[src/verilog/lpif_pkg.sv]
// Shared types and constants for the LPIF link shim
// Link word is 89 bits, packed with state in the MSBs and valid in bit 0
// Lanes 0 and 1 carry 39 word bits each, lane 2 carries the rest
// Bit 39 of lanes 0 and 1 is reserved for strobe and marker

`default_nettype none

package lpif_pkg;

  //////////////////////////////////////////////////
  // Link word fields
  //////////////////////////////////////////////////

  localparam int STATE_WIDTH  = 4;
  localparam int PROTID_WIDTH = 2;
  localparam int DATA_WIDTH   = 64;
  localparam int CRC_WIDTH    = 16;

  // One user transfer as it travels on the lanes
  // Field order sets the bit order on the wire
  typedef struct packed {
    logic [STATE_WIDTH-1:0]  state;
    logic [PROTID_WIDTH-1:0] protid;
    logic [DATA_WIDTH-1:0]   data;
    logic                    dvalid;
    logic [CRC_WIDTH-1:0]    crc;
    logic                    crc_valid;
    logic                    valid;
  } lpif_word_t;

  localparam int WORD_WIDTH = $bits(lpif_word_t);

  //////////////////////////////////////////////////
  // PHY lane layout
  //////////////////////////////////////////////////

  localparam int LANE_WIDTH = 40;

  // Strobe sits in lane 0, marker in lane 1
  localparam int STB_BIT = 39;
  localparam int MRK_BIT = 39;

  // Word bits carried by lanes 0 and 1
  localparam int LANE_PAYLOAD = 39;

  // Leftover word bits in lane 2
  localparam int LANE2_PAYLOAD = WORD_WIDTH - 2 * LANE_PAYLOAD;

  //////////////////////////////////////////////////
  // Auto-sync transmit FSM
  //////////////////////////////////////////////////

  typedef enum logic [1:0] {
    OFFLINE,  // Lanes idle
    WAIT_ON,  // Counting delay_y after tx_online
    ONLINE,   // Strobe and marker driven
    DRAIN     // Counting delay_z after tx_online drops
  } sync_state_t;

endpackage

`default_nettype wire
[src/verilog/lpif_link_top.sv]
// Top level of the LPIF link shim, single clock
// Downstream sample to tx_phy takes 2 cycles
// rx_phy sample to upstream ports takes 2 cycles
// Full rate only, no FIFO or credit logic, no lane deskew

`timescale 1ns/10ps
`default_nettype none

module lpif_link_top import lpif_pkg::*; #(
  parameter int DELAY_WIDTH = 16
) (
  input  logic                    clk_wr,
  input  logic                    rst_n,

  // Control
  input  logic                    tx_online,
  input  logic                    rx_online,

  // PHY lanes
  output logic [LANE_WIDTH-1:0]   tx_phy0,
  output logic [LANE_WIDTH-1:0]   tx_phy1,
  output logic [LANE_WIDTH-1:0]   tx_phy2,
  input  logic [LANE_WIDTH-1:0]   rx_phy0,
  input  logic [LANE_WIDTH-1:0]   rx_phy1,
  input  logic [LANE_WIDTH-1:0]   rx_phy2,

  // Downstream user fields
  input  logic [STATE_WIDTH-1:0]  dstrm_state,
  input  logic [PROTID_WIDTH-1:0] dstrm_protid,
  input  logic [DATA_WIDTH-1:0]   dstrm_data,
  input  logic                    dstrm_dvalid,
  input  logic [CRC_WIDTH-1:0]    dstrm_crc,
  input  logic                    dstrm_crc_valid,
  input  logic                    dstrm_valid,

  // Upstream user fields
  output logic [STATE_WIDTH-1:0]  ustrm_state,
  output logic [PROTID_WIDTH-1:0] ustrm_protid,
  output logic [DATA_WIDTH-1:0]   ustrm_data,
  output logic                    ustrm_dvalid,
  output logic [CRC_WIDTH-1:0]    ustrm_crc,
  output logic                    ustrm_crc_valid,
  output logic                    ustrm_valid,

  // Status and configuration
  output logic [31:0]             rx_debug_status,
  input  logic [DELAY_WIDTH-1:0]  delay_x_value,
  input  logic [DELAY_WIDTH-1:0]  delay_y_value,
  input  logic [DELAY_WIDTH-1:0]  delay_z_value
);

  lpif_word_t tx_word;
  lpif_word_t rx_word;
  logic       tx_active;
  logic       tx_stb;
  logic       tx_mrk;
  logic       rx_active;

  //////////////////////////////////////////////////
  // Online delays and lane control bits
  lpif_auto_sync #(
    .DELAY_WIDTH (DELAY_WIDTH)
  ) i_lpif_auto_sync (
    .clk_wr        (clk_wr),
    .rst_n         (rst_n),
    .tx_online     (tx_online),
    .rx_online     (rx_online),
    .delay_x_value (delay_x_value),
    .delay_y_value (delay_y_value),
    .delay_z_value (delay_z_value),
    .tx_active     (tx_active),
    .tx_stb        (tx_stb),
    .tx_mrk        (tx_mrk),
    .rx_active     (rx_active)
  );

  // Field packing and unpacking
  lpif_user_if i_lpif_user_if (
    .clk_wr          (clk_wr),
    .rst_n           (rst_n),
    .dstrm_state     (dstrm_state),
    .dstrm_protid    (dstrm_protid),
    .dstrm_data      (dstrm_data),
    .dstrm_dvalid    (dstrm_dvalid),
    .dstrm_crc       (dstrm_crc),
    .dstrm_crc_valid (dstrm_crc_valid),
    .dstrm_valid     (dstrm_valid),
    .tx_word         (tx_word),
    .rx_word         (rx_word),
    .ustrm_state     (ustrm_state),
    .ustrm_protid    (ustrm_protid),
    .ustrm_data      (ustrm_data),
    .ustrm_dvalid    (ustrm_dvalid),
    .ustrm_crc       (ustrm_crc),
    .ustrm_crc_valid (ustrm_crc_valid),
    .ustrm_valid     (ustrm_valid)
  );

  // Lane spread, gather and strobe check
  lpif_lane_concat i_lpif_lane_concat (
    .clk_wr          (clk_wr),
    .rst_n           (rst_n),
    .tx_word         (tx_word),
    .rx_word         (rx_word),
    .tx_active       (tx_active),
    .tx_stb          (tx_stb),
    .tx_mrk          (tx_mrk),
    .rx_active       (rx_active),
    .tx_phy0         (tx_phy0),
    .tx_phy1         (tx_phy1),
    .tx_phy2         (tx_phy2),
    .rx_phy0         (rx_phy0),
    .rx_phy1         (rx_phy1),
    .rx_phy2         (rx_phy2),
    .rx_debug_status (rx_debug_status)
  );

endmodule

`default_nettype wire

[src/verilog/lpif_lane_concat.sv]
// Lane concatenator for the link shim
// Spreads one 89-bit word over three 40-bit lanes, one cycle of latency
// Lanes are all zero while tx_active is low
// Receive side rebuilds the word one cycle after sampling the lanes
// Missing strobe while rx_active drops the word and bumps a saturating counter
// Marker and unused lane 2 bits are not checked on receive

`timescale 1ns/10ps
`default_nettype none

module lpif_lane_concat import lpif_pkg::*; (
  input  logic                  clk_wr,
  input  logic                  rst_n,

  // Link words
  input  lpif_word_t            tx_word,
  output lpif_word_t            rx_word,

  // Auto-sync controls
  input  logic                  tx_active,
  input  logic                  tx_stb,
  input  logic                  tx_mrk,
  input  logic                  rx_active,

  // PHY lanes
  output logic [LANE_WIDTH-1:0] tx_phy0,
  output logic [LANE_WIDTH-1:0] tx_phy1,
  output logic [LANE_WIDTH-1:0] tx_phy2,
  input  logic [LANE_WIDTH-1:0] rx_phy0,
  input  logic [LANE_WIDTH-1:0] rx_phy1,
  input  logic [LANE_WIDTH-1:0] rx_phy2,

  output logic [31:0]           rx_debug_status
);

  logic [WORD_WIDTH-1:0] tx_flat;
  logic [LANE_WIDTH-1:0] lane0_nxt;
  logic [LANE_WIDTH-1:0] lane1_nxt;
  logic [LANE_WIDTH-1:0] lane2_nxt;
  lpif_word_t            rx_raw;
  logic                  rx_stb_ok;
  logic                  rx_drop;
  logic [31:0]           drop_cnt;

  //////////////////////////////////////////////////
  // Transmit lanes
  //////////////////////////////////////////////////

  assign tx_flat = tx_word;

  always_comb begin
    lane0_nxt = '0;
    lane1_nxt = '0;
    lane2_nxt = '0;
    // Low word bits first, lane 0 upward
    lane0_nxt[LANE_PAYLOAD-1:0]  = tx_flat[LANE_PAYLOAD-1:0];
    lane1_nxt[LANE_PAYLOAD-1:0]  = tx_flat[2*LANE_PAYLOAD-1:LANE_PAYLOAD];
    lane2_nxt[LANE2_PAYLOAD-1:0] = tx_flat[WORD_WIDTH-1:2*LANE_PAYLOAD];
    // Control bits on top of lanes 0 and 1
    lane0_nxt[STB_BIT] = tx_stb;
    lane1_nxt[MRK_BIT] = tx_mrk;
  end

  always_ff @(posedge clk_wr) begin
    if (!rst_n || !tx_active) begin
      tx_phy0 <= '0;
      tx_phy1 <= '0;
      tx_phy2 <= '0;
    end else begin
      tx_phy0 <= lane0_nxt;
      tx_phy1 <= lane1_nxt;
      tx_phy2 <= lane2_nxt;
    end
  end

  //////////////////////////////////////////////////
  // Receive lanes
  //////////////////////////////////////////////////

  // Rebuild in the same order as transmit
  assign rx_raw = {rx_phy2[LANE2_PAYLOAD-1:0],
                   rx_phy1[LANE_PAYLOAD-1:0],
                   rx_phy0[LANE_PAYLOAD-1:0]};

  assign rx_stb_ok = rx_phy0[STB_BIT];
  assign rx_drop   = rx_active & ~rx_stb_ok;

  always_ff @(posedge clk_wr) begin
    if (!rst_n) begin
      rx_word.valid <= 1'b0;
    end else begin
      rx_word       <= rx_raw;
      // Good word needs rx side up and a strobe
      rx_word.valid <= rx_raw.valid & rx_active & rx_stb_ok;
    end
  end

  // Drop counter, sticks at all ones
  always_ff @(posedge clk_wr) begin
    if (!rst_n) begin
      drop_cnt <= '0;
    end else if (rx_drop && (drop_cnt != '1)) begin
      drop_cnt <= drop_cnt + 32'd1;
    end
  end

  assign rx_debug_status = drop_cnt;

  // Only reset may lower the drop count
  a_drop_cnt_monotonic: assert property (@(posedge clk_wr) disable iff (!rst_n)
    $past(rst_n) |-> (drop_cnt >= $past(drop_cnt)))
    else $error("rx drop counter decreased");

endmodule

`default_nettype wire

[src/verilog/lpif_user_if.sv]
// User side of the link shim
// Downstream fields are packed into one link word, one cycle of latency
// Received words are unpacked to upstream ports, one cycle of latency
// No back-pressure, every valid word is taken in the cycle it appears
// ustrm_dvalid and ustrm_crc_valid are forced low outside valid words

`timescale 1ns/10ps
`default_nettype none

module lpif_user_if import lpif_pkg::*; (
  input  logic                    clk_wr,
  input  logic                    rst_n,

  // Downstream user fields
  input  logic [STATE_WIDTH-1:0]  dstrm_state,
  input  logic [PROTID_WIDTH-1:0] dstrm_protid,
  input  logic [DATA_WIDTH-1:0]   dstrm_data,
  input  logic                    dstrm_dvalid,
  input  logic [CRC_WIDTH-1:0]    dstrm_crc,
  input  logic                    dstrm_crc_valid,
  input  logic                    dstrm_valid,

  // Link words to and from the lane block
  output lpif_word_t              tx_word,
  input  lpif_word_t              rx_word,

  // Upstream user fields
  output logic [STATE_WIDTH-1:0]  ustrm_state,
  output logic [PROTID_WIDTH-1:0] ustrm_protid,
  output logic [DATA_WIDTH-1:0]   ustrm_data,
  output logic                    ustrm_dvalid,
  output logic [CRC_WIDTH-1:0]    ustrm_crc,
  output logic                    ustrm_crc_valid,
  output logic                    ustrm_valid
);

  //////////////////////////////////////////////////
  // Transmit packing
  //////////////////////////////////////////////////

  always_ff @(posedge clk_wr) begin
    if (!rst_n) begin
      // Only the qualifier bits need a known value
      tx_word.dvalid    <= 1'b0;
      tx_word.crc_valid <= 1'b0;
      tx_word.valid     <= 1'b0;
    end else begin
      tx_word.state     <= dstrm_state;
      tx_word.protid    <= dstrm_protid;
      tx_word.data      <= dstrm_data;
      tx_word.dvalid    <= dstrm_dvalid;
      tx_word.crc       <= dstrm_crc;
      tx_word.crc_valid <= dstrm_crc_valid;
      tx_word.valid     <= dstrm_valid;
    end
  end

  //////////////////////////////////////////////////
  // Receive unpacking
  //////////////////////////////////////////////////

  // Qualifiers and sticky state
  always_ff @(posedge clk_wr) begin
    if (!rst_n) begin
      ustrm_valid     <= 1'b0;
      ustrm_dvalid    <= 1'b0;
      ustrm_crc_valid <= 1'b0;
      ustrm_state     <= '0;
    end else begin
      ustrm_valid     <= rx_word.valid;
      ustrm_dvalid    <= rx_word.valid & rx_word.dvalid;
      ustrm_crc_valid <= rx_word.valid & rx_word.crc_valid;
      // Link state only moves on a good word
      if (rx_word.valid) begin
        ustrm_state <= rx_word.state;
      end
    end
  end

  // Payload follows the lanes every cycle
  always_ff @(posedge clk_wr) begin
    ustrm_protid <= rx_word.protid;
    ustrm_data   <= rx_word.data;
    ustrm_crc    <= rx_word.crc;
  end

  //////////////////////////////////////////////////
  // Input protocol checks
  //////////////////////////////////////////////////

  // Data qualifier only inside a valid transfer
  a_dvalid_in_valid: assert property (@(posedge clk_wr) disable iff (!rst_n)
    dstrm_dvalid |-> dstrm_valid)
    else $error("dstrm_dvalid without dstrm_valid");

  // Same rule for the CRC qualifier
  a_crc_valid_in_valid: assert property (@(posedge clk_wr) disable iff (!rst_n)
    dstrm_crc_valid |-> dstrm_valid)
    else $error("dstrm_crc_valid without dstrm_valid");

endmodule

`default_nettype wire

[src/verilog/lpif_auto_sync.sv]
// Online delay and strobe/marker generation for the link shim
// tx_active rises delay_y cycles after tx_online rises
// tx_active falls delay_z cycles after tx_online falls
// rx_active rises delay_x cycles after rx_online rises
// A delay of 0 behaves like a delay of 1
// tx_online toggling during DRAIN is ignored until DRAIN ends
// Strobe and marker are persistent and follow tx_active

`timescale 1ns/10ps
`default_nettype none

module lpif_auto_sync import lpif_pkg::*; #(
  parameter int DELAY_WIDTH = 16
) (
  input  logic                   clk_wr,
  input  logic                   rst_n,
  input  logic                   tx_online,
  input  logic                   rx_online,
  input  logic [DELAY_WIDTH-1:0] delay_x_value,
  input  logic [DELAY_WIDTH-1:0] delay_y_value,
  input  logic [DELAY_WIDTH-1:0] delay_z_value,
  output logic                   tx_active,
  output logic                   tx_stb,
  output logic                   tx_mrk,
  output logic                   rx_active
);

  sync_state_t            state;
  sync_state_t            state_nxt;
  logic [DELAY_WIDTH-1:0] tx_cnt;
  logic [DELAY_WIDTH-1:0] tx_cnt_nxt;
  logic [DELAY_WIDTH:0]   tx_cnt_inc;
  logic [DELAY_WIDTH-1:0] rx_cnt;
  logic [DELAY_WIDTH:0]   rx_cnt_inc;

  // One extra bit so the compare never wraps
  assign tx_cnt_inc = {1'b0, tx_cnt} + (DELAY_WIDTH+1)'(1);
  assign rx_cnt_inc = {1'b0, rx_cnt} + (DELAY_WIDTH+1)'(1);

  //////////////////////////////////////////////////
  // Transmit FSM
  //////////////////////////////////////////////////

  always_comb begin
    state_nxt  = state;
    tx_cnt_nxt = tx_cnt;
    case (state)
      OFFLINE: begin
        // First cycle with tx_online high counts as one
        if (tx_online) begin
          tx_cnt_nxt = DELAY_WIDTH'(1);
          state_nxt  = (delay_y_value <= DELAY_WIDTH'(1)) ? ONLINE : WAIT_ON;
        end
      end
      WAIT_ON: begin
        if (!tx_online) begin
          state_nxt = OFFLINE;
        end else if (tx_cnt_inc >= {1'b0, delay_y_value}) begin
          state_nxt = ONLINE;
        end else begin
          tx_cnt_nxt = tx_cnt_inc[DELAY_WIDTH-1:0];
        end
      end
      ONLINE: begin
        if (!tx_online) begin
          tx_cnt_nxt = DELAY_WIDTH'(1);
          state_nxt  = (delay_z_value <= DELAY_WIDTH'(1)) ? OFFLINE : DRAIN;
        end
      end
      DRAIN: begin
        // Keep lanes alive until delay_z is used up
        if (tx_cnt_inc >= {1'b0, delay_z_value}) begin
          state_nxt = OFFLINE;
        end else begin
          tx_cnt_nxt = tx_cnt_inc[DELAY_WIDTH-1:0];
        end
      end
      default: state_nxt = OFFLINE;
    endcase
  end

  always_ff @(posedge clk_wr) begin
    if (!rst_n) begin
      state     <= OFFLINE;
      tx_cnt    <= '0;
      tx_active <= 1'b0;
    end else begin
      state     <= state_nxt;
      tx_cnt    <= tx_cnt_nxt;
      // Registered active flag for a clean output
      tx_active <= (state_nxt == ONLINE) || (state_nxt == DRAIN);
    end
  end

  // Persistent strobe and marker, decoded from FSM state
  assign tx_stb = (state == ONLINE) || (state == DRAIN);
  assign tx_mrk = tx_stb;

  //////////////////////////////////////////////////
  // Receive delay
  //////////////////////////////////////////////////

  always_ff @(posedge clk_wr) begin
    if (!rst_n || !rx_online) begin
      rx_active <= 1'b0;
      rx_cnt    <= '0;
    end else if (!rx_active) begin
      if (rx_cnt_inc >= {1'b0, delay_x_value}) begin
        rx_active <= 1'b1;
      end else begin
        rx_cnt <= rx_cnt_inc[DELAY_WIDTH-1:0];
      end
    end
  end

  // Strobe only while the registered flag agrees
  a_stb_needs_active: assert property (@(posedge clk_wr) disable iff (!rst_n)
    tx_stb |-> tx_active)
    else $error("tx_stb high while tx_active low");

  // Lanes only come up after tx_online was seen
  a_active_after_online: assert property (@(posedge clk_wr) disable iff (!rst_n)
    $rose(tx_active) |-> $past(tx_online))
    else $error("tx_active rose without tx_online");

endmodule

`default_nettype wire

[config.mk]
export PLATFORM = sky130hd
export DESIGN_NAME = lpif_link_top
export DESIGN_NICKNAME = d
export VERILOG_FILES = /design/src/verilog/lpif_pkg.sv /design/src/verilog/lpif_link_top.sv /design/src/verilog/lpif_lane_concat.sv /design/src/verilog/lpif_user_if.sv /design/src/verilog/lpif_auto_sync.sv
export SDC_FILE = /design/constraint.sdc
export NUM_CORES = 1
export LEC_CHECK = 0
export BUFFER_PORTS_ARGS = -buffer_cell sky130_fd_sc_hd__buf_4
export CAP_MARGIN = 25
export CORE_AREA = 4 4 190 192
export CTS_BUF_LIST = sky130_fd_sc_hd__clkbuf_2
export CTS_CLUSTER_DIAMETER = 150
export DETAILED_ROUTE_END_ITERATION = 8
export DIE_AREA = 0 0 194 196
export PLACE_DENSITY = 0.73
export SKIP_LAST_GASP = 1
export SLEW_MARGIN = 20
export SYNTH_ARGS = -nofsm -noshare
export SYNTH_HDL_FRONTEND = slang
export SYNTH_SLANG_ARGS = --single-unit
[constraint.sdc]
create_clock -name clk_wr -period 3.82 [get_ports clk_wr]
set_input_delay 0.573 -clock clk_wr [delete_from_list [all_inputs] [get_ports clk_wr]]
set_output_delay 0.573 -clock clk_wr [all_outputs]
set_load 0.03 [all_outputs]
Yosys cells after proc, flatten, opt, wreduce, memory -nomap -nowiden --
Index checks and enable logic that the tools add are counted. W data, S select, Z words.
Storage, ports and cells: input port bits 261, logic and storage cells 85, output and inout bits 241, register bits after elaboration 455
Operators by class: $lt $le $gt $ge 5, reduce and logical (&&, ||, !) cells 11, bitwise logic cells 8, $add $sub $neg 3, equal/unequal tests 11, multiplexer cells 16
Operators by type and width (count):
- $mux W16 | 5
- $pmux W16 S4 | 1
- $ge A17 B16 Y1 | 3
- $add A16 B1 Y17 const B | 2
- $add A32 B1 Y32 const B | 1
- $le A16 B1 Y1 const B | 2
- $ne A32 B32 Y1 const B | 1
- $mux W2 | 7
- $ne A2 B2 Y1 const B | 5
- $eq A2 B2 Y1 const B | 4
- $pmux W2 S4 | 1
- $and A1 B1 Y1 | 5
- $reduce_and A5 Y1 | 1
- $logic_or A1 B1 Y1 | 4
- $logic_not A1 Y1 | 3
- $not A1 Y1 | 3
- $eq A2 B1 Y1 const B | 1
- $logic_not A2 Y1 | 1
- $mux W1 | 2
- $reduce_and A2 Y1 | 1
- $logic_and A1 B1 Y1 | 1

Depth between registers and ports, before layout --
Gate-level depths: netlist of the first run.
depth after elaboration 7, depth in mapped cells 15, gate-level depth less buffers 14

Cells and area by module --
Synthesis of the first run repeated with hierarchy kept, for this count alone.
Second synthesis, totals: cell total of the unflattened synthesis 1164, area total of the unflattened synthesis 15138.3 um^2
By module, submodules not included:
- lpif_lane_concat | area each 7129.3 um^2, times used 1, cells each 533, seq. area each 5124.9 um^2
- lpif_user_if | area each 4541.9 um^2, times used 1, cells each 193, seq. area each 4424.2 um^2
- lpif_auto_sync | area each 3467.1 um^2, times used 1, cells each 438, seq. area each 720.7 um^2

Worst setup path before layout of the first run --
No wires, ideal clock.
path type reg-to-reg, start register i_lpif_auto_sync.tx_cnt[0], end register i_lpif_auto_sync.tx_cnt[6], stages on the path, launching flop included 15, buffers on the path 1, arrival time 3.478 ns, data required time 3.745 ns, clock period less this slack 3.553 ns, setup slack 0.267 ns, setup time 0.075 ns, cell sequence dfxtp_1 > ha_1 > and3_2 > nand3_4 > or3b_2 > nor2_1 > xnor2_1 > inv_1 > ha_1 > a21o_1 > a2111oi_2 > and4_1 > clkbuf_1 > nor2_1 > o22ai_1
Between the ends: cells in the longest elaborated chain, start to end 4, elaborated cells between the ends (all ways) 10, those cells by class add/sub (1); order compare (2); eq/ne (2); mux (4); reduce/logical (1)
Ends and longest elaborated chain:
- start, declared | line lpif_auto_sync.sv:30 | logic [DELAY_WIDTH-1:0] tx_cnt;
- start signal, assigned | line lpif_auto_sync.sv:89 | tx_cnt <= tx_cnt_nxt;
- $add A16 B1 Y17 (*) | line lpif_auto_sync.sv:37 | assign tx_cnt_inc = {1'b0, tx_cnt} + (DELAY_WIDTH+1)'(1);
- $ge A17 B16 Y1 (tied with other cells) | line lpif_auto_sync.sv:72 | if (tx_cnt_inc >= {1'b0, delay_z_value}) begin
- $ne A2 B2 Y1 (no line) or $mux W16 (tied branches)
- $reduce_and A5 Y1 (no line) or $pmux W16 S4 (tied branches)
Mark *: on every way between the ends. The rest lies on a longest branch, timed or not. The select of a mux whose other input is x is not followed. A chain may end at the register's enable or synchronous reset.

Final worst setup path of the first run --
start register i_lpif_auto_sync.rx_cnt[1], end register i_lpif_auto_sync.rx_cnt[6]
Between the ends: cells in the longest elaborated chain, start to end 4
Ends and longest elaborated chain:
- start, declared | line lpif_auto_sync.sv:33 | logic [DELAY_WIDTH-1:0] rx_cnt;
- start signal, assigned | line lpif_auto_sync.sv:111 | rx_cnt <= rx_cnt_inc[DELAY_WIDTH-1:0];
- $add A16 B1 Y17 | line lpif_auto_sync.sv:38 | assign rx_cnt_inc = {1'b0, rx_cnt} + (DELAY_WIDTH+1)'(1);
- net i_lpif_auto_sync.rx_cnt_inc[10] | line lpif_auto_sync.sv:34 | logic [DELAY_WIDTH:0] rx_cnt_inc;
- $ge A17 B16 Y1 | line lpif_auto_sync.sv:108 | if (rx_cnt_inc >= {1'b0, delay_x_value}) begin
- $not A1 Y1 (no line)
- $reduce_and A2 Y1 (no line)
The timed path passes the listed nets, and every way through them passes these cells.

==> results of run 1 <==
[through the flow]
stage               util (%)  power (mW)
CTS                     62.2        9.01
floorplan                  -        5.39
global route            62.4        9.40
finish                  62.4        8.97
detailed placement      53.9        5.77
global placement        53.9        5.74
[worst max-delay path by stage]
stage / depth (start not counted) / endpoint / from / slack, ns
finish: 13 / i_lpif_auto_sync.rx_cnt[6]$_SDFFE_PP0P_ / i_lpif_auto_sync.rx_cnt[1]$_SDFFE_PP0P_ / 0.23
global route: 15 / i_lpif_auto_sync.tx_cnt[6]$_SDFFE_PN0P_ / i_lpif_auto_sync.tx_cnt[1]$_SDFFE_PN0P_ / 0.003
CTS: 14 / i_lpif_auto_sync.tx_cnt[6]$_SDFFE_PN0P_ / i_lpif_auto_sync.tx_cnt[1]$_SDFFE_PN0P_ / 0.08
detailed placement: 13 / i_lpif_auto_sync.tx_cnt[14]$_SDFFE_PN0P_ / i_lpif_auto_sync.tx_cnt[1]$_SDFFE_PN0P_ / 0.13
global placement: 14 / i_lpif_auto_sync.tx_cnt[6]$_SDFFE_PN0P_ / i_lpif_auto_sync.tx_cnt[1]$_SDFFE_PN0P_ / 0.18
floorplan: 14 / i_lpif_auto_sync.tx_cnt[6]$_SDFFE_PN0P_ / i_lpif_auto_sync.tx_cnt[0]$_SDFFE_PN0P_ / 0.27
[sequential cells by signal, indices dropped and copies added, names as in the netlist]
| name | cells |
|---|---|
| i_lpif_user_if.ustrm_protid | 2 |
| i_lpif_user_if.ustrm_crc | 16 |
| i_lpif_user_if.ustrm_dvalid | 1 |
| i_lpif_auto_sync.state | 2 |
| i_lpif_auto_sync.rx_cnt | 16 |
| i_lpif_lane_concat.tx_phy1 | 40 |
| i_lpif_lane_concat.tx_phy2 | 11 |
| i_lpif_user_if.ustrm_crc_valid | 1 |
| i_lpif_user_if.ustrm_data | 64 |
| i_lpif_user_if.ustrm_valid | 1 |
| i_lpif_auto_sync.tx_active | 1 |
| i_lpif_user_if.ustrm_state | 4 |
| i_lpif_auto_sync.rx_active | 1 |
| i_lpif_lane_concat.rx_debug_status | 32 |
| i_lpif_user_if.tx_word | 89 |
| i_lpif_lane_concat.rx_word | 89 |
| i_lpif_auto_sync.tx_cnt | 16 |
| i_lpif_lane_concat.tx_phy0 | 39 |
[report_power, final]
part | internal (mW) | switching (mW)
clock network | 1.28 | 1.84
registers | 4.96 | 0.0691
logic | 0.397 | 0.424
total | 6.63 | 2.34
[cell type report]
cell class,count,share of cell area [%]
Clock inverter,31,0.881
Sequential cell,425,47.8
Timing Repair Buffer,641,24.7
Multi-Input combinational cell,596,19.1
Clock buffer,164,3.83
Inverter,58,1.02
Antenna cell,5,0.0584
Tap cell,455,2.66
[routing by layer]
layer / up-vias / part of all wire [%]
met5: - / 0.030
met4: 2 / 3.2
met3: 108 / 7.5
met2: 457 / 52
met1: 5450 / 37
li1: 5442 / -
[cell families after synthesis]
family	Yosys count	share of synthesized area [%]
flip-flops	425	69.2
AND/OR/NAND/NOR	335	13.2
buffers and inverters	130	4.13
AO/OA/AOI/OAI	117	5.28
XOR/XNOR	55	3.25
adder cells (fa/ha/maj)	51	4.31
multiplexers	9	0.608
other	1	0.0253
[worst reg2reg max path: stages, from the launching register on]
cell	delay, ns
sky130_fd_sc_hd__dfxtp_1	0.39
sky130_fd_sc_hd__ha_1	0.24
sky130_fd_sc_hd__nand3_2	0.18
sky130_fd_sc_hd__nor3_4	0.28
sky130_fd_sc_hd__nand3_1	0.18
sky130_fd_sc_hd__xnor2_1	0.22
sky130_fd_sc_hd__ha_1	0.27
sky130_fd_sc_hd__a21o_1	0.16
sky130_fd_sc_hd__a21o_1	0.17
sky130_fd_sc_hd__a21oi_1	0.14
sky130_fd_sc_hd__o21ai_0	0.17
sky130_fd_sc_hd__a31o_2	0.35
sky130_fd_sc_hd__or4b_2	0.63
sky130_fd_sc_hd__a21oi_1	0.17
[Yosys cell counts (3+ instances only)]
master                     number  area (um^2)
sky130_fd_sc_hd__a211o_1        4         35.0
sky130_fd_sc_hd__a211oi_1       7         52.6
sky130_fd_sc_hd__a21o_1        11         82.6
sky130_fd_sc_hd__a21oi_1       30          150
sky130_fd_sc_hd__a22oi_1        4         30.0
sky130_fd_sc_hd__and2_1        17          106
sky130_fd_sc_hd__and3_1       110          688
sky130_fd_sc_hd__and4_1        10         87.6
sky130_fd_sc_hd__buf_1          3         11.3
sky130_fd_sc_hd__buf_2          6         30.0
sky130_fd_sc_hd__buf_4         31          233
sky130_fd_sc_hd__clkbuf_1      32          120
sky130_fd_sc_hd__dfxtp_1      251         5020
sky130_fd_sc_hd__edfxtp_1     174         5230
sky130_fd_sc_hd__ha_1          51          638
sky130_fd_sc_hd__inv_1         58          218
sky130_fd_sc_hd__mux2i_1        9         90.1
sky130_fd_sc_hd__nand2_1       41          154
sky130_fd_sc_hd__nand2b_1       7         43.8
sky130_fd_sc_hd__nand3_1       38          190
sky130_fd_sc_hd__nand4_1       17          106
sky130_fd_sc_hd__nor2_1        44          165
sky130_fd_sc_hd__nor2b_1        4         25.0
sky130_fd_sc_hd__nor3_2         3         30.0
sky130_fd_sc_hd__nor4_1        10         62.6
sky130_fd_sc_hd__o211ai_1       5         37.5
sky130_fd_sc_hd__o21ai_0       19         95.1
sky130_fd_sc_hd__o22ai_1        3         18.8
sky130_fd_sc_hd__o31ai_1       15          113
sky130_fd_sc_hd__or2_2          3         18.8
sky130_fd_sc_hd__or4_1         10         75.1
sky130_fd_sc_hd__xnor2_1       33          289
sky130_fd_sc_hd__xor2_1        22          193
[what timing repair did]
item                                    CTS  global route
gates resized for setup                   0             8
hold buffers                            182             0
endpoints found under the setup margin    0            24
endpoints found under the hold margin   224             0
buffers inserted                          0             3
==> metrics.txt, run 1 <==
wire length of the first global-routing pass=66.0 mm; Worst Max-Slew Pin Slew=1.11 ns; total power divided by cell area=~420 nW/um^2; Hold Slack=roughly 0.22 ns; Slew Limit Fails=0; Main synth FF type=sky130_fd_sc_hd__dfxtp_1; clock latency on the worst-skew pair=0.99 ns; total negative setup slack=0 ns; largest buffer count on any clock path=3; Crit Path Max Fanout=12; Crit Path Category=reg2reg; Total GRT Usage=a little over a fifth; run status=finished, final reports clean; Initial DRT Pass Iterations=5; EDFF count, synth=about 170; WP data arrival=4.48 ns; class of the tightest hold or removal check=in2reg; Crit path required time=4.72 ns; hold path startpoint=rx_phy0[39]; met1 Track Usage GR=~25%; # setup viols final=0; number of distinct library cells after synthesis=67; max-capacitance violation count=0; final critical-path share of the clock period=93.9%; total placed instance area=18500 um^2; total leakage power=9.93 nW; synthesis-to-finish area growth=44.7%; number of nets at the end of the flow=roughly 2.1k; placed cell count=1989; worst-case clock skew=between 0.05 and 0.06 ns; core area=about 34000 um^2; total count of hold-check failures in the final report=0; wire length per cell after detailed routing=18.4 um; number of filler cells placed in the layout=about 2.6k; number of buffers inserted during clock tree synthesis=roughly 110; row count=68; number of flip-flops and latches in the synthesized netlist=about 430; worst stage delay on the critical path=about 0.63 ns; die area=about 38000 um^2; clock-pin slew on the worst setup and hold paths=0.12 ns; ratio of cells with drive above 1 in the final layout=34.4%; number of instances on the worst hold path=4; fmax=279 MHz; warnings from Yosys=0; DRT antenna net count=0; met3 track demand over resource in global routing=7.32%; critical-path cell with the highest stage delay=sky130_fd_sc_hd__or4b_2; remaining design rule violation count=0; overall routed net length=about 44 mm; reg-to-reg startpoint=i_lpif_auto_sync.rx_cnt[1]$_SDFFE_PP0P_; Worst VDD drop=0.000273 V; sequential standard cell area=10300 um^2; cells on worst reg2reg path=13; detail-routed via count per cell=just under 5; startpoint kind of the worst setup timing path=flop; gr ovfl total=0; total buffers and inverters traversed by the critical path=0; most used cells in the layout excluding fill and tap cells=457 x sky130_fd_sc_hd__buf_4, 249 x sky130_fd_sc_hd__dfxtp_1, 182 x sky130_fd_sc_hd__dlygate4sd3_1, 174 x sky130_fd_sc_hd__edfxtp_1, 164 x sky130_fd_sc_hd__clkbuf_2; end of the worst hold path=i_lpif_lane_concat.rx_debug_status[1]$_SDFFE_PN0P_; smallest setup slack after layout=roughly 0.23 ns; setup slack, reg-to-reg=0.23 ns; post-placement worst setup slack=0.128 ns; type of destination of the critical path=flop; maximum number of pins on one net before global-route repair=243; relative slew slack=25.9%; M2 GR Usage=38.6%; RSZ-0062 raised after global routing=no; vertical die dimension=196 um; count of vias placed by the detailed router=11.5k; Final Non-Filler Cells=2375; violation count after the first detailed-routing iteration=517; Avg Cell Area, Syn=about 13 um^2; clock tree root buffer cell=sky130_fd_sc_hd__clkbuf_2; RePlAce Congestion=about 0.85; gate family responsible for the most delay along the worst path=simple AND/OR/NAND/NOR gates; Detailed Place HPWL=~29 mm; post-synthesis instance area=14800 um^2; number of I/O pins=502; most common cell after layout, fill and taps aside=sky130_fd_sc_hd__buf_4; ys async rst share=0%; initial core utilization=between 40% and 50%; antenna violations before repair=6; capture point of the worst reg-to-reg path=i_lpif_auto_sync.rx_cnt[6]$_SDFFE_PP0P_; GRT Max-Usage Layer=met2; clock sink count=425; # H-tree levels=3; cells traversed along the worst timing path=ha_1, nand3_2, nor3_4, nand3_1, xnor2_1, ha_1, a21o_1, a21o_1, a21oi_1, o21ai_0, a31o_2, or4b_2, a21oi_1; clock tree from TritonCTS=yes; vias in the first global route=11.9k; final std cell area, no fill=21400 um^2; count of buffers from port buffering=roughly 440; width of the die=194 um; area of the multi-input gates=4090 um^2; post-synthesis sequential area ratio=69.2%; number of cells produced by synthesis=~1.1k; min cycle time layout=3.59 ns
(Power assumes the default switching activity.)
==> run 2, diff against run 1 <==
CORE_AREA = 4 4 194 196   (was 4 4 190 192)
DIE_AREA = 0 0 198 200   (was 0 0 194 196)
PLACE_DENSITY = 0.7   (was 0.73)
==> run 2 against run 1 <==
Against the previous run: worst setup slack lost 0.059 ns; maximum frequency is 1.6% lower; via count shrank 0.31%; worst hold slack improved by 0.024 ns; global-route usage decreased by 0.98 points; register-to-register slack got worse by 0.06 ns; combinational power hardly changed; power is 0.16% higher; critical endpoint is now i_lpif_auto_sync.tx_cnt[9]$_SDFFE_PN0P_.
==> metrics.txt, run 2 (same netlist as run 1, synthesis figures left out) <==
run status=finished, final reports clean; vias in the first global route=11.6k (-2.2%); final std cell area, no fill=21500 um^2 (+0.17%); cells traversed along the worst timing path=ha_1, and3_2, nand3_4, or3b_2, xnor2_2, ha_1, nand4_1, nor4_1, a211oi_1, buf_4, and3_1, a211o_1, o211ai_1; Detailed Place HPWL=28.5 mm (-0.23%); worst stage delay on the critical path=0.54 ns (-0.09 ns); clock tree root buffer cell=sky130_fd_sc_hd__clkbuf_2; Worst Max-Slew Pin Slew=0.996 ns (-0.115 ns); most common cell after layout, fill and taps aside=sky130_fd_sc_hd__buf_4; Total GRT Usage=21.0% (-0.98 points); total buffers and inverters traversed by the critical path=1 (+1); clock latency on the worst-skew pair=1.00 ns (about the same); Largest regs=i_lpif_lane_concat.rx_word x89, i_lpif_user_if.tx_word x89, i_lpif_user_if.ustrm_data x64; number of I/O pins=502 (unchanged); max-capacitance violation count=0 (unchanged); Power, Total=8.98 mW (+0.16%); total power divided by cell area=418 nW/um^2 (about the same); synthesis-to-finish area growth=45.0%; largest buffer count on any clock path=3 (unchanged); class of the tightest hold or removal check=in2reg; total placed instance area=18600 um^2 (+0.17%); Critical Path Most Common Cell=sky130_fd_sc_hd__ha_1; Crit Path Category=reg2reg; startpoint kind of the worst setup timing path=flop; RSZ-0062 raised after global routing=yes; placed cell count=2003 (+0.70%); gr ovfl total=0 (unchanged); RePlAce Congestion=0.865 (+1.8%); Slew Limit Fails=0 (unchanged); violation count after the first detailed-routing iteration=532 (+2.9%); width of the die=198 um (+2.1%); # setup viols final=0 (unchanged); total leakage power=9.94 nW (+0.13%); # H-tree levels=3 (unchanged); min cycle time layout=3.65 ns (+0.0595 ns); clock-pin slew on the worst setup and hold paths=0.11 ns (about the same); Crit path required time=4.66 ns (-0.06 ns); number of buffers inserted during clock tree synthesis=104 (-0.95%); row count=70 (+2.9%); relative slew slack=33.2% (+7.3 points); Crit Path Max Fanout=6 (-6); antenna violations before repair=4 (-2); vertical die dimension=200 um (+2.0%); remaining design rule violation count=0 (unchanged); worst-case clock skew=0.0952 ns (+0.0358 ns); maximum number of pins on one net before global-route repair=138 (-43%); count of vias placed by the detailed router=11.4k (-0.31%); number of nets at the end of the flow=2138 (-0.047%); clock tree from TritonCTS=yes; count of buffers from port buffering=442 (unchanged); ratio of cells with drive above 1 in the final layout=34.6% (+0.19 points); type of destination of the critical path=flop; most used cells in the layout excluding fill and tap cells=456 x sky130_fd_sc_hd__buf_4, 250 x sky130_fd_sc_hd__dfxtp_1, 182 x sky130_fd_sc_hd__dlygate4sd3_1, 174 x sky130_fd_sc_hd__edfxtp_1, 167 x sky130_fd_sc_hd__clkbuf_2; initial core utilization=41.1% (-2.0 points); Worst VDD drop=0.000397 V (+46%); gate family responsible for the most delay along the worst path=simple AND/OR/NAND/NOR gates; wire length of the first global-routing pass=64.7 mm (-2.0%); core area=36100 um^2 (+5.0%); overall routed net length=43.3 mm (-0.82%); detail-routed via count per cell=4.79 (-0.82%); critical-path cell with the highest stage delay=sky130_fd_sc_hd__or3b_2; DRT antenna net count=0 (unchanged); wire length per cell after detailed routing=18.1 um (-1.3%); total count of hold-check failures in the final report=0 (unchanged); fmax=274 MHz (-1.6%); clock sink count=425 (unchanged); final critical-path share of the clock period=95.5% (+1.6 points); WP data arrival=4.49 ns (about the same); Initial DRT Pass Iterations=5 (unchanged); die area=39600 um^2 (+4.1%); Final Non-Filler Cells=2387 (+0.51%)
run 2: repair_timing:
item	4_1_cts	5_1_grt
endpoints found under the setup margin	0	26
gates resized for setup	0	10
endpoints found under the hold margin	223	0
setup buffers	0	3
hold buffers	182	0
run 2: final timing paths:
kind / start / to / slack, ns / cells past startpoint
worst max register to register: i_lpif_auto_sync.tx_cnt[1]$_SDFFE_PN0P_ / i_lpif_auto_sync.tx_cnt[9]$_SDFFE_PN0P_ / 0.17 / 13
worst min register to register: i_lpif_lane_concat.rx_word[28]$_DFFE_PP_ / i_lpif_user_if.ustrm_data[9]$_DFF_P_ / 0.31 / 0
worst min-delay path: rx_phy0[39] / i_lpif_lane_concat.rx_debug_status[10]$_SDFFE_PN0P_ / 0.25 / 5
worst max-delay path: i_lpif_auto_sync.tx_cnt[1]$_SDFFE_PN0P_ / i_lpif_auto_sync.tx_cnt[9]$_SDFFE_PN0P_ / 0.17 / 13
run 2: cell type report:
| class | instances | area [um^2] |
|---|---|---|
| diodes | 3 | 7.51 |
| repair buffers | 641 | 5300 |
| fillers | 2830 | 14600 |
| clock buffers | 167 | 836 |
| flip-flops and latches | 425 | 10300 |
| inverters | 58 | 218 |
| well taps | 468 | 586 |
| multi-input cells | 596 | 4110 |
| clock inverters | 29 | 178 |
run 2: stage by stage:
step	setup TNS [ns]	utilization, %	hold slack [ns]	setup slack (ns)
floorplan	0	-	0.323	0.267
global placement	0	51.4	0.323	0.119
detailed placement	0	51.5	0.327	0.0628
CTS	0	59.3	0.0739	0.0534
global route	-0.00498	59.5	0.153	-0.00498
finish	0	59.5	0.247	0.172
run 2: report_power, final:
| part | internal (mW) | leakage, nW | switching (mW) |
|---|---|---|---|
| clock network | 1.29 | 0.773 | 1.84 |
| registers | 4.96 | 3.76 | 0.0670 |
| logic | 0.399 | 5.41 | 0.424 |
| total | 6.65 | 9.94 | 2.34 |
run 2: layer usage:
layer | track usage [%] | vias up | share of wire [%]
li1 | - | 5449 | -
met4 | 9.41 | 2 | 3.6
met2 | 37.0 | 424 | 51
met5 | 0 | - | 0.018
met3 | 5.86 | 93 | 7.4
met1 | 23.8 | 5455 | 38
run 2: worst min-delay path, cell delays in order:
cell and delay (ns):
sky130_fd_sc_hd__buf_4 0.08, sky130_fd_sc_hd__nand2b_1 0.22, sky130_fd_sc_hd__nor4_1 0.11, sky130_fd_sc_hd__xnor2_1 0.12, sky130_fd_sc_hd__nor2_1 0.04
==> run 3, diff against run 2 <==
ABC_AREA = 1   (was not set)
CORE_AREA = 4 4 192 194   (was 4 4 194 196)
DIE_AREA = 0 0 196 198   (was 0 0 198 200)
MAX_ROUTING_LAYER = met4   (was not set)
PLACE_DENSITY = 0.73   (was 0.7)
==> run 3 against run 2 <==
Against the previous run: global-route usage rose by 2.4 points; cell area rose by 2.3%; count of clock-buffer cells in the layout fell by 6; non-clock buffer count fell by 8; wire length rose by 6.1%; via count rose by 9.9%; utilization rose by 2.9 points; flip-flop and latch count did not move; largest power group unchanged.
==> metrics.txt, run 3 <==
RSZ-0062 raised after global routing=no; row count=69 (-1.4%); Crit Path Max Fanout=6 (unchanged); count of buffers from port buffering=442 (unchanged); Crit path required time=4.71 ns (+0.05 ns); post-synthesis instance area=15300 um^2 (+3.5%); remaining design rule violation count=0 (unchanged); number of nets at the end of the flow=2474 (+16%); Worst Max-Slew Pin Slew=0.858 ns (-0.138 ns); largest buffer count on any clock path=3 (unchanged); total count of hold-check failures in the final report=0 (unchanged); Total GRT Usage=23.3% (+2.4 points); Critical Path Most Common Cell=sky130_fd_sc_hd__nand2_1; most used cells in the layout excluding fill and tap cells=443 x sky130_fd_sc_hd__buf_4, 250 x sky130_fd_sc_hd__dfxtp_1, 243 x sky130_fd_sc_hd__inv_1, 235 x sky130_fd_sc_hd__nor2_1, 187 x sky130_fd_sc_hd__dlygate4sd3_1; Initial DRT Pass Iterations=5 (unchanged); core area=35200 um^2 (-2.4%); ys async rst share=0% (unchanged); combinational power share=18.0% (+8.8 points); internal cell power=7.12 mW (+7.1%); antenna violations before repair=4 (unchanged); commonest cells in the synthesized netlist=251 x sky130_fd_sc_hd__dfxtp_1, 243 x sky130_fd_sc_hd__inv_1, 237 x sky130_fd_sc_hd__nor2_1; die area=38800 um^2 (-2.0%); WP data arrival=4.38 ns (-0.11 ns); clock sink count=425 (unchanged); violation count after the first detailed-routing iteration=592 (+11%); Switch Pwr=3.24 mW (+39%); vertical die dimension=198 um (-1.0%); Switching Share=31.3% (+5.3 points); Main synth FF type=sky130_fd_sc_hd__dfxtp_1; synthesis-to-finish area growth=43.4%; total negative setup slack=0 ns (unchanged); critical-path cell with the highest stage delay=sky130_fd_sc_hd__dlygate4sd3_1; relative slew slack=42.8% (+9.6 points); count of vias placed by the detailed router=12.5k (+9.9%); EDFF count, synth=174 (unchanged); clock-pin slew on the worst setup and hold paths=0.10 ns (about the same); DRT antenna net count=0 (unchanged); total power divided by cell area=472 nW/um^2 (+13%); Avg Cell Area, Syn=10.6 um^2 (-20%); fmax=287 MHz (+4.7%); number of filler cells placed in the layout=2705 (-4.4%); run status=finished, final reports clean; # H-tree levels=3 (unchanged); gr ovfl total=0 (unchanged); final critical-path share of the clock period=91.2% (-4.3 points); vias in the first global route=13.2k (+14%); class of the tightest hold or removal check=in2reg; total placed instance area=19000 um^2 (+2.5%); post-synthesis sequential area ratio=66.9% (-2.3 points); Worst VDD drop=0.000402 V (+1.1%); number of distinct library cells after synthesis=41 (-39%); wire length of the first global-routing pass=68.8 mm (+6.4%); area share of the largest cell type after synthesis=34.1% (-1.2 points); Slew Limit Fails=0 (unchanged); detail-routed via count per cell=4.62 (-3.5%); Detailed Place HPWL=30.1 mm (+5.7%); Clock power frac=31.2% (-3.7 points); width of the die=196 um (-1.0%); cells traversed along the worst timing path=ha_1, nand2_1, inv_2, nand2_2, nor2_4, nand2_2, nor2_4, nand3_2, xor2_2, inv_1, ha_1, nand2_1, inv_1, nand2_1, nor3_1, nand2_1, nand2_1, nand2_1, nand2_1, nand2_2, inv_1, a21oi_1, dlygate4sd3_1, nor2_1; Crit Path Category=reg2reg; worst stage delay on the critical path=0.57 ns (+0.03 ns); max-capacitance violation count=0 (unchanged); min cycle time layout=3.48 ns (-0.163 ns); number of I/O pins=502 (unchanged); maximum number of pins on one net before global-route repair=142 (+2.9%); final std cell area, no fill=22000 um^2 (+2.3%); initial core utilization=43.5% (+2.5 points); RePlAce Congestion=0.910 (+5.2%); most frequent cell after synthesis=sky130_fd_sc_hd__dfxtp_1; startpoint kind of the worst setup timing path=flop; most common cell after layout, fill and taps aside=sky130_fd_sc_hd__buf_4; clock tree from TritonCTS=yes; number of cells produced by synthesis=1449 (+29%); number of buffers inserted during clock tree synthesis=104 (unchanged); cell type contributing the most total cell area after synthesis=sky130_fd_sc_hd__edfxtp_1; ratio of cells with drive above 1 in the final layout=29.2% (-5.4 points); total leakage power=10.5 nW (+5.4%); Power, Total=10.4 mW (+15%); warnings from Yosys=0 (unchanged); number of flip-flops and latches in the synthesized netlist=425 (unchanged); clock tree root buffer cell=sky130_fd_sc_hd__clkbuf_2; largest cells by area after synthesis=sky130_fd_sc_hd__edfxtp_1 34%, sky130_fd_sc_hd__dfxtp_1 33%, sky130_fd_sc_hd__inv_1 6.0%; type of destination of the critical path=flop; Largest regs=i_lpif_lane_concat.rx_word x89, i_lpif_user_if.tx_word x89, i_lpif_user_if.ustrm_data x64; wire length per cell after detailed routing=16.9 um (-6.9%); overall routed net length=45.9 mm (+6.1%); clock latency on the worst-skew pair=1.00 ns (about the same); # setup viols final=0 (unchanged); Final Non-Filler Cells=2718 (+14%); Seq pwr share=50.9% (-5.0 points); placed cell count=2329 (+16%); worst-case clock skew=0.0594 ns (-0.0358 ns)
-- run 3: changes by cell type in the layout (fill, tap and decap cells not counted), moves of 17 or more --
cell                      previous run  this run
sky130_fd_sc_hd__and3_1            110         2
sky130_fd_sc_hd__nor3_1              2        27
sky130_fd_sc_hd__nand2_1            41       175
sky130_fd_sc_hd__and2_1             17         0
sky130_fd_sc_hd__nor2_1             44       235
sky130_fd_sc_hd__inv_1              58       243
sky130_fd_sc_hd__xnor2_1            32        10
-- run 3: power groups by stage --
stage,Combinational [mW],Clock (mW),Sequential (mW)
after floorplan,0.656,0,5.65
after global placement,1.63,0,5.34
after detailed placement,1.66,0,5.35
after CTS,1.84,3.22,5.25
after global routing,2.03,3.56,5.31
final,1.86,3.23,5.27
-- run 3: area by class of cell --
class                   instances  area (um^2)  area share [%]
diodes                          4         10.0          0.0455
clock buffers                 161          806            3.67
clock inverters                36          216           0.985
inverters                     251          942            4.29
multi-input cells             747         3930            17.9
flip-flops and latches        425        10300            46.6
well taps                     461          577            2.62
repair buffers                633         5250            23.9
-- run 3: repair_timing --
action                                  CTS  global route
setup buffers                             0             1
endpoints found under the hold margin   215             0
gates resized for setup                   0            12
hold buffers                            187             0
endpoints found under the setup margin    0            16
-- run 3: per-layer routing --
| layer | up-vias | routed length, um | share of wire [%] | global-route usage, % |
|---|---|---|---|---|
| met2 | 551 | 23500 | 51 | 39.9 |
| met1 | 5810 | 16700 | 36 | 24.8 |
| li1 | 6061 | - | - | - |
| met3 | 127 | 3560 | 7.8 | 6.62 |
| met4 | 0 | 2150 | 4.7 | 12.0 |
| met5 | - | 0 | 0 | - |
-- run 3: worst max-delay path: cells and delay by family (launching register included) --
kind / cells / cell delay [ns]
flip-flops: 1 / 0.39
AO/OA/AOI/OAI: 1 / 0.06
buffers and inverters: 5 / 0.89
XOR/XNOR: 1 / 0.19
AND/OR/NAND/NOR: 15 / 1.39
adder cells (fa/ha/maj): 2 / 0.49
-- run 3: cell families (layout without fill, tap and decap cells) --
family / Yosys count / count (layout) / synth area share (%)
DFF: 425 / 425 / 66.9
buffers and inverters: 305 / 1081 / 8.50
AOI/OAI and AO/OA: 90 / 90 / 3.13
adders and majority gates: 51 / 51 / 4.16
and+or+nand+nor: 544 / 544 / 15.4
other: 1 / 33 / 0.0245
xor gates and xnor gates: 33 / 33 / 1.89
-- run 3: through the flow --
step                      hold WS [ns]  utilization (%)  worst slack [ns]
after floorplan                  0.323                -             0.943
after global placement           0.323             54.0             0.519
after detailed placement         0.327             54.0             0.404
after CTS                       0.0228             62.2            0.0828
after global routing             0.125             62.4            0.0162
final                            0.202             62.4             0.335
-- run 3: path summary, 6_finish.rpt --
kind / to / from / slack, ns / cells after the start
worst min-delay path: i_lpif_auto_sync.rx_cnt[0]$_SDFFE_PP0P_ / delay_x_value[15] / 0.20 / 7
worst min register to register: i_lpif_user_if.ustrm_data[27]$_DFF_P_ / i_lpif_lane_concat.rx_word[46]$_DFFE_PP_ / 0.32 / 0
worst max-delay path: i_lpif_auto_sync.tx_active$_SDFF_PN0_ / i_lpif_auto_sync.tx_cnt[0]$_SDFFE_PN0P_ / 0.34 / 24
worst max register to register: i_lpif_auto_sync.tx_active$_SDFF_PN0_ / i_lpif_auto_sync.tx_cnt[0]$_SDFFE_PN0P_ / 0.34 / 24
